===== config.mk =====
export PLATFORM = sky130hd
export DESIGN_NAME = icap_bridge_top
export DESIGN_NICKNAME = d
export VERILOG_FILES = /design/src/icap_bridge_pkg.sv /design/src/icap_bridge_top.sv /design/src/phy_reset_gen.sv /design/src/icap_loader.sv /design/src/icap_open_reset.sv /design/src/icap_word_fifo.sv
export VERILOG_INCLUDE_DIRS = /design/src
export SDC_FILE = /design/constraint.sdc
export NUM_CORES = 1
export LEC_CHECK = 0
export BUFFER_PORTS_ARGS = -buffer_cell sky130_fd_sc_hd__buf_2
export CORE_UTILIZATION = 50
export CTS_CLUSTER_DIAMETER = 60
export DETAILED_ROUTE_END_ITERATION = 7
export GPL_TIMING_DRIVEN = 0
export PLACE_DENSITY = 0.77
export SLEW_MARGIN = 5
export SYNTH_ARGS = -nofsm -noshare
export SYNTH_HDL_FRONTEND = slang
export SYNTH_SLANG_ARGS = --single-unit

===== constraint.sdc =====
create_clock -name pcie_clk -period 4.2 [get_ports pcie_clk]
set_input_delay 0.42 -clock pcie_clk [delete_from_list [all_inputs] [get_ports pcie_clk]]
set_output_delay 0.42 -clock pcie_clk [all_outputs]
set_load 0.01 [all_outputs]

===== src/icap_bridge_config.svh =====
`ifndef ICAP_BRIDGE_CONFIG_SVH
`define ICAP_BRIDGE_CONFIG_SVH

////////////////////
// widths
////////////////////

// configuration port word width
`define ICAP_WORD_W 16
// host stream byte width, a config word is built from whole bytes
`define PKT_BYTE_W 8

////////////////////
// depths and delays
////////////////////

// stages in the open delay line and in the reset stretch line
`define RST_DELAY_LEN 32
// entries in the configuration word buffer
`define ICAP_FIFO_DEPTH 16

`endif

===== src/icap_bridge_pkg.sv =====
`include "icap_bridge_config.svh"

package icap_bridge_pkg;

	////////////////////
	// payload types
	////////////////////

	// one configuration word, held as the host bytes that make it up
	// byte 0 is the low byte
	typedef logic [`ICAP_WORD_W/`PKT_BYTE_W-1:0][`PKT_BYTE_W-1:0] icap_word_t;

	// host write strobe
	// the word is taken when en is high and the buffer reports not full
	typedef struct packed {
		icap_word_t data;
		logic en;
	} icap_wr_s;

	////////////////////
	// config port
	////////////////////

	// both strobes are active low
	// a word is written on a cycle where ce_n and write_n are both low
	typedef struct packed {
		logic ce_n;
		logic write_n;
		icap_word_t data;
	} icap_port_s;

endpackage


===== src/icap_bridge_top.sv =====
`timescale 1ns/10ps

module icap_bridge_top (
	input logic pcie_clk,
	input logic icap_reset_delay,
	input icap_bridge_pkg::icap_wr_s host_wr_i,
	input logic host_open_i,
	input logic quiesce_i,
	output logic host_full_o,
	output icap_bridge_pkg::icap_port_s icap_o,
	output logic icap_busy_o,
	output logic phy_rst_o
);
	// buffer flush while the stream is being opened
	logic flush;
	// one cycle marker of a new open
	logic open_pulse;

	////////////////////
	// open handling
	////////////////////

	icap_open_reset u_icap_open_reset (
		.pcie_clk(pcie_clk),
		.icap_reset_delay(icap_reset_delay),
		.open_i(host_open_i),
		.flush_o(flush),
		.open_pulse_o(open_pulse)
	);

	////////////////////
	// config path
	////////////////////

	icap_loader u_icap_loader (
		.pcie_clk(pcie_clk),
		.icap_reset_delay(icap_reset_delay),
		.wr_i(host_wr_i),
		.full_o(host_full_o),
		.flush_i(flush),
		.open_pulse_i(open_pulse),
		.quiesce_i(quiesce_i),
		.icap_o(icap_o),
		.busy_o(icap_busy_o)
	);

	////////////////////
	// bridge reset
	////////////////////

	// shares only quiesce with the config path
	phy_reset_gen u_phy_reset_gen (
		.pcie_clk(pcie_clk),
		.icap_reset_delay(icap_reset_delay),
		.quiesce_i(quiesce_i),
		.phy_rst_o(phy_rst_o)
	);

endmodule


===== src/phy_reset_gen.sv =====
`timescale 1ns/10ps

`include "icap_bridge_config.svh"

module phy_reset_gen (
	input logic pcie_clk,
	input logic icap_reset_delay,
	input logic quiesce_i,
	output logic phy_rst_o
);
	localparam int DLY = `RST_DELAY_LEN;

	// two flop quiesce synchronizer
	logic [1:0] quiesce_sync;
	// history of the reset output
	logic [DLY-1:0] rst_line;
	logic rst_next;

	////////////////////
	// stretch rule
	////////////////////

	// quiesce forces reset
	// otherwise reset holds until its own delayed copy comes back high
	assign rst_next = quiesce_sync[1] || (phy_rst_o && !rst_line[DLY-1]);

	always_ff @(posedge pcie_clk) begin
		if (icap_reset_delay) begin
			quiesce_sync <= 2'b00;
			rst_line <= '0;
			// bridge comes up held in reset
			phy_rst_o <= 1'b1;
		end else begin
			quiesce_sync <= {quiesce_sync[0], quiesce_i};
			rst_line <= {rst_line[DLY-2:0], phy_rst_o};
			phy_rst_o <= rst_next;
		end
	end

	// a pulse started from a clear history lasts at least DLY cycles
	// after DLY cycles every stage must have seen it
	a_min_pulse: assert property (@(posedge pcie_clk)
		disable iff (icap_reset_delay)
		($rose(phy_rst_o) && (rst_line == '0)) |-> ##DLY (&rst_line));

endmodule


===== src/icap_loader.sv =====
`timescale 1ns/10ps

`include "icap_bridge_config.svh"

module icap_loader (
	input logic pcie_clk,
	input logic icap_reset_delay,
	input icap_bridge_pkg::icap_wr_s wr_i,
	output logic full_o,
	input logic flush_i,
	input logic open_pulse_i,
	input logic quiesce_i,
	output icap_bridge_pkg::icap_port_s icap_o,
	output logic busy_o
);
	import icap_bridge_pkg::*;

	// head word from the buffer
	icap_word_t fifo_dat;
	logic fifo_full;
	logic fifo_valid;
	logic fifo_empty;

	// quiesce synchronizer where bit 1 is the usable copy
	logic [1:0] quiesce_sync;
	// registered read request
	logic rd_req;
	// word actually leaving the buffer this cycle
	logic rd_eff;

	////////////////////
	// word buffer
	////////////////////

	icap_word_fifo u_icap_word_fifo (
		.pcie_clk(pcie_clk),
		.icap_reset_delay(icap_reset_delay),
		.flush_i(flush_i),
		.wr_i(wr_i),
		.full_o(fifo_full),
		.rd_i(rd_eff),
		.dat_o(fifo_dat),
		.valid_o(fifo_valid),
		.empty_o(fifo_empty)
	);

	// host sees full during the whole flush as well
	assign full_o = fifo_full || flush_i;

	////////////////////
	// drain control
	////////////////////

	// request is a cycle late so it has to be qualified by valid again
	assign rd_eff = rd_req && fifo_valid;

	always_ff @(posedge pcie_clk) begin
		if (icap_reset_delay) begin
			quiesce_sync <= 2'b00;
			rd_req <= 1'b0;
			busy_o <= 1'b0;
		end else begin
			quiesce_sync <= {quiesce_sync[0], quiesce_i};
			// only drain while the host is quiet
			rd_req <= fifo_valid && !fifo_empty && quiesce_sync[1];
			// busy holds until the next open and the clear beats the set
			if (open_pulse_i) busy_o <= 1'b0;
			else if (!fifo_empty) busy_o <= 1'b1;
		end
	end

	// config port strobes are the inverted read
	always_comb begin
		icap_o.ce_n = ~rd_eff;
		icap_o.write_n = ~rd_eff;
		icap_o.data = fifo_dat;
	end

	// no strobe while the synced quiesce is low
	a_ce_needs_quiesce: assert property (@(posedge pcie_clk)
		disable iff (icap_reset_delay)
		!icap_o.ce_n |-> quiesce_sync[1]);

endmodule


===== src/icap_open_reset.sv =====
`timescale 1ns/10ps

`include "icap_bridge_config.svh"

module icap_open_reset (
	input logic pcie_clk,
	input logic icap_reset_delay,
	input logic open_i,
	output logic flush_o,
	output logic open_pulse_o
);
	localparam int DLY = `RST_DELAY_LEN;
	localparam int FLUSH_MAX = `RST_DELAY_LEN + 1;

	// registered open level
	logic open_q;
	// open level shifted down the delay line
	logic [DLY-1:0] open_line;
	logic open_delay;
	logic open_rise;

	// open goes high, the stream was just opened by the host
	assign open_rise = open_i && !open_q;
	// end of the delay line, stops the flush
	assign open_delay = open_line[DLY-1];

	////////////////////
	// flush timing
	////////////////////

	always_ff @(posedge pcie_clk) begin
		if (icap_reset_delay) begin
			open_q <= 1'b0;
			open_line <= '0;
			flush_o <= 1'b0;
			open_pulse_o <= 1'b0;
		end else begin
			open_q <= open_i;
			open_line <= {open_line[DLY-2:0], open_q};
			// single cycle, lines up with the first flush cycle
			open_pulse_o <= open_rise;
			// end of the delay line wins over a new open
			if (open_delay) flush_o <= 1'b0;
			else if (open_rise) flush_o <= 1'b1;
		end
	end

	// the open level always reaches the end of the line
	// so a flush cannot hang
	a_flush_bounded: assert property (@(posedge pcie_clk)
		disable iff (icap_reset_delay)
		$rose(flush_o) |-> ##FLUSH_MAX !flush_o);

endmodule


===== src/icap_word_fifo.sv =====
`timescale 1ns/10ps

`include "icap_bridge_config.svh"

module icap_word_fifo (
	input logic pcie_clk,
	input logic icap_reset_delay,
	input logic flush_i,
	input icap_bridge_pkg::icap_wr_s wr_i,
	output logic full_o,
	input logic rd_i,
	output icap_bridge_pkg::icap_word_t dat_o,
	output logic valid_o,
	output logic empty_o
);
	import icap_bridge_pkg::*;

	localparam int DEPTH = `ICAP_FIFO_DEPTH;
	localparam int AW = $clog2(DEPTH);
	localparam logic [AW:0] FULL_CNT = (AW+1)'(DEPTH);

	// word storage
	icap_word_t mem [DEPTH];

	logic [AW-1:0] wr_ptr;
	logic [AW-1:0] rd_ptr;
	// stored word count needs one bit more than the pointers
	logic [AW:0] count;
	logic wr_ok;
	logic rd_ok;

	////////////////////
	// status
	////////////////////

	assign full_o = (count == FULL_CNT);

	// head word shows up without a read in fwft style
	// flushing hides whatever is still stored
	assign valid_o = (count != '0) && !flush_i;
	assign empty_o = !valid_o;
	assign dat_o = mem[rd_ptr];

	// writes are dropped while full or flushing
	assign wr_ok = wr_i.en && !full_o && !flush_i;
	assign rd_ok = rd_i && valid_o;

	////////////////////
	// pointers
	////////////////////

	always_ff @(posedge pcie_clk) begin
		if (icap_reset_delay || flush_i) begin
			wr_ptr <= '0;
			rd_ptr <= '0;
			count <= '0;
		end else begin
			// pointers wrap on their own since the depth is a power of two
			if (wr_ok) wr_ptr <= wr_ptr + 1'b1;
			if (rd_ok) rd_ptr <= rd_ptr + 1'b1;
			case ({wr_ok, rd_ok})
				2'b10: count <= count + 1'b1;
				2'b01: count <= count - 1'b1;
				default: count <= count;
			endcase
		end
	end

	// storage write
	always_ff @(posedge pcie_clk) begin
		if (wr_ok) mem[wr_ptr] <= wr_i.data;
	end

	////////////////////
	// checks
	////////////////////

	// a write against a full buffer must leave the unread head word alone
	a_no_wr_when_full: assert property (@(posedge pcie_clk)
		disable iff (icap_reset_delay || flush_i)
		(wr_i.en && full_o && !rd_i) |=> (full_o && $stable(dat_o)));

	// the loader only reads a word that is there
	a_no_rd_when_empty: assert property (@(posedge pcie_clk)
		disable iff (icap_reset_delay)
		rd_i |-> !empty_o);

endmodule


==> summary.md <==
| Metric | Value |
|---|---|
| Outcome | complete, no violations |
| Tcrit/Tclk final | 84.1% |
| DP Cell Count | 1022 |
| Comb power frac | 2.3% |
| Core box area | 25100 µm² |
| CP Data Arrival Time | 3110 ps |
| Top cells by area, synth | edfxtp_1 (60%), dfxtp_1 (14%), mux4_1 (9.9%) |
| Routed WL | 25300 µm |
| Kind of critical path | reg2out |
| Reg power frac | 53.9% |
| WP data required | 3780 ps |
| Async set or reset register ratio after synthesis | 0% |
| CP Capture Type | output pin |
| Register area share after synthesis | 74.3% |
| Largest net degree at the start of global routing | 17 |
| Clk pwr share | 43.8% |
| Clock sink count | 345 |
| Layout cells sized above 1 | 22.5% |
| Slew HR | 41.1% |
| Net Sw Frac | 19.6% |
| IO Port Bufs | 40 |
| Pint | 0.00552 W |
| Non-Filler Instances | 1085 |
| DR DRC count | 0 |
| Synth cell types | 39 |
| Post-Syn Area | 12700 µm² |
| Synth Warn # | 0 |
| CP Max Fanout | 10 |
| Synth-to-Final Area Change | 15.6% |
| Setup TNS | 0 ps |
| Sw Pwr | 0.00134 W |
| Htree depth | 2 |
| EDFF count, synth | 256 |
| Syn_area_per_cell | 20.0 µm² |
| Antenna violations before repair | 2 |
| Vias per cell | 5.67 |
| Synthesis-stage register bit count | 345 |
| Post-synthesis net count | 665 |
| DIE AREA | 26100 µm² |
| Number of failing hold endpoints at the final stage | 0 |
| Wirelength per Cell | 23.3 µm |
| Synth area leader | edfxtp_1 |
| Synth Flop Type | edfxtp_1 |
| Top-area cell type share of the netlist area | 60.3% |
| Fmax | 283 MHz |
| Max-Cap Viols | 0 |
| Initial core utilization | 50.8% |
| Num CTS Buffers | 35 |
| Tot GR Track Use | 19.9% |
| Vias in the first global route | 6402 |
| GPL Wtd Cong | 0.809 |
| Min-Delay Path Class | in2reg |
| Min Clock Period, post-route | 3530 ps |
| Row Count | 58 |
| Antenna Violating Nets Remaining | 0 |
| Worst Skew | 25.1 ps |
| Die Ht | 162 µm |
| Root Buffer | clkbuf_16 |
| Clock-pin slew on the worst setup and hold paths | 60 ps |
| RSZ-0062 raised after global routing | false |
| DRT Pass-1 Iters | 5 |
| Worst skew pair latency | 500 ps |
| Startpoint Class | flip-flop |
| Post-CTS sizing | 0 |
| Worst Tran Pin Value | 883 ps |
| Initial drt markers | 563 |
| IO Pins | 42 |
| Via count | 6149 |
| CTS tree | done |
| Hold buffers post-CTS | 0 |
| Max Root-Sink Buffers | 3 |
| Grt total ovfl | 0 |
| Die X | 162 µm |
| Power per Cell Area | 465 nW/µm² |
| Slew Limit Fails | 0 |
| First-pass GRT wire length | 37900 µm |
| Setup Fix Bufs, Post-CTS | 0 |
| Mapped Cells | 636 |
| Dpl hpwl | 16000 µm |
| Pleak | 4.94 nW |
| Worst IR Drop VDD | 0.311 mV |
| # setup viols final | 0 |
| Number of nets in the layout | 758 |
[path summary, 6_finish.rpt]
kind                            slack, ps                                    start                                 endpoint  depth (start not counted)
worst max-delay path                  670                                flip-flop                               icap_o[12]                          5
worst min-delay path                  140                                quiesce_i          u_phy_reset_gen.quiesce_sync[0]                          2
worst max register to register       1010  u_icap_loader.u_icap_word_fifo.count[1]  u_icap_loader.u_icap_word_fifo.count[4]                         12
worst min register to register        390           u_icap_open_reset.open_pulse_o                     u_icap_loader.busy_o                          1
[area by class of cell]
class                   instances  area (µm²)
fillers                      1801       10400
flip-flops and latches        345        9470
multi-input cells             250        3100
clock buffers                  45         943
repair buffers                 56         418
well taps                     330         413
plain buffers                  35         210
clock inverters                17         164
inverters                       6        22.5
diodes                          1        2.50
[cell usage after synthesis, types with 2 or more instances]
library cell / instances
buf_1: 7
nor3_1: 5
edfxtp_1: 256
mux2i_1: 3
buf_6: 6
clkbuf_1: 17
inv_1: 5
dfxtp_1: 89
o21ai_0: 3
ha_1: 8
nor2_1: 34
buf_2: 2
xor2_1: 7
a21oi_1: 6
mux4_1: 48
xnor2_1: 4
o31ai_1: 2
nor2b_1: 69
nand2_1: 10
nand2b_1: 3
or3_1: 2
mux4_2: 32
nand4_1: 2
[state kept, by name, summed over array words and instances, names as in the netlist, 2 cells and up, named ones only]
signal and count:
u_phy_reset_gen.quiesce_sync 2, u_icap_open_reset.open_line 32, u_icap_loader.u_icap_word_fifo.wr_ptr 4, u_icap_loader.u_icap_word_fifo.count 5, u_phy_reset_gen.rst_line 32, u_icap_loader.u_icap_word_fifo.mem 256, u_icap_loader.u_icap_word_fifo.rd_ptr 4
[power groups by stage]
stage                     clock network (W)  logic [W]  registers [W]
final                               0.00300   0.000161        0.00370
after global placement                    0   0.000143        0.00377
after global routing                0.00316   0.000176        0.00370
after floorplan                           0  0.0000794        0.00377
after CTS                           0.00304   0.000163        0.00370
after detailed placement                  0   0.000160        0.00377
[worst max-delay path: stages (launching register included)]
cell      delay [ps]
dfxtp_1          300
clkbuf_1         490
buf_1            730
mux4_2           430
mux4_2           480
buf_2            160
[kinds of logic (layout without fill, tap and decap cells)]
kind of cell,count (synthesis),count (layout),share of synthesized area [%]
simple gates,132,132,5.65
other cells,0,1,0
compound gates,16,16,0.913
mux,83,83,15.8
flops,345,345,74.3
fa+ha+maj,8,8,0.785
buf+inv,41,159,1.83
xor+xnor,11,11,0.756
[per-stage QoR]
step	power (W)	instance area [µm²]	utilization, %	hold WS, ps	worst slack [ps]
CTS	0.00690	14700	58.7	121	640
floorplan	0.00385	12700	-	368	1300
global route	0.00704	14700	58.7	153	597
detailed placement	0.00393	13600	54.3	383	1030
finish	0.00686	14700	58.7	136	667
global placement	0.00391	13400	53.2	384	549
[metal layers]
| metal | vias to the layer above | global-route usage, % | wire length (µm) |
|---|---|---|---|
| li1 | 2700 | - | - |
| met1 | 3168 | 24.0 | 9640 |
| met2 | 216 | 35.6 | 13400 |
| met3 | 63 | 3.42 | 1380 |
| met4 | 2 | 7.98 | 828 |
| met5 | - | 0 | 8 |
[cell usage in the layout (no fill, tap or decap), drive strengths merged, types with 2 or more instances in the layout]
cell type / count
dfxtp: 89
o31ai: 2
nand2: 10
mux2i: 3
a21oi: 7
mux4: 80
nand4: 2
ha: 8
xor2: 7
clkinv: 11
buf: 74
nand2b: 3
or3: 2
o21ai: 4
edfxtp: 256
nor3: 5
xnor2: 4
clkbuf: 62
inv: 8
nor2b: 69
bufinv: 3
nor2: 34
Power figures use the tool's default switching activity.
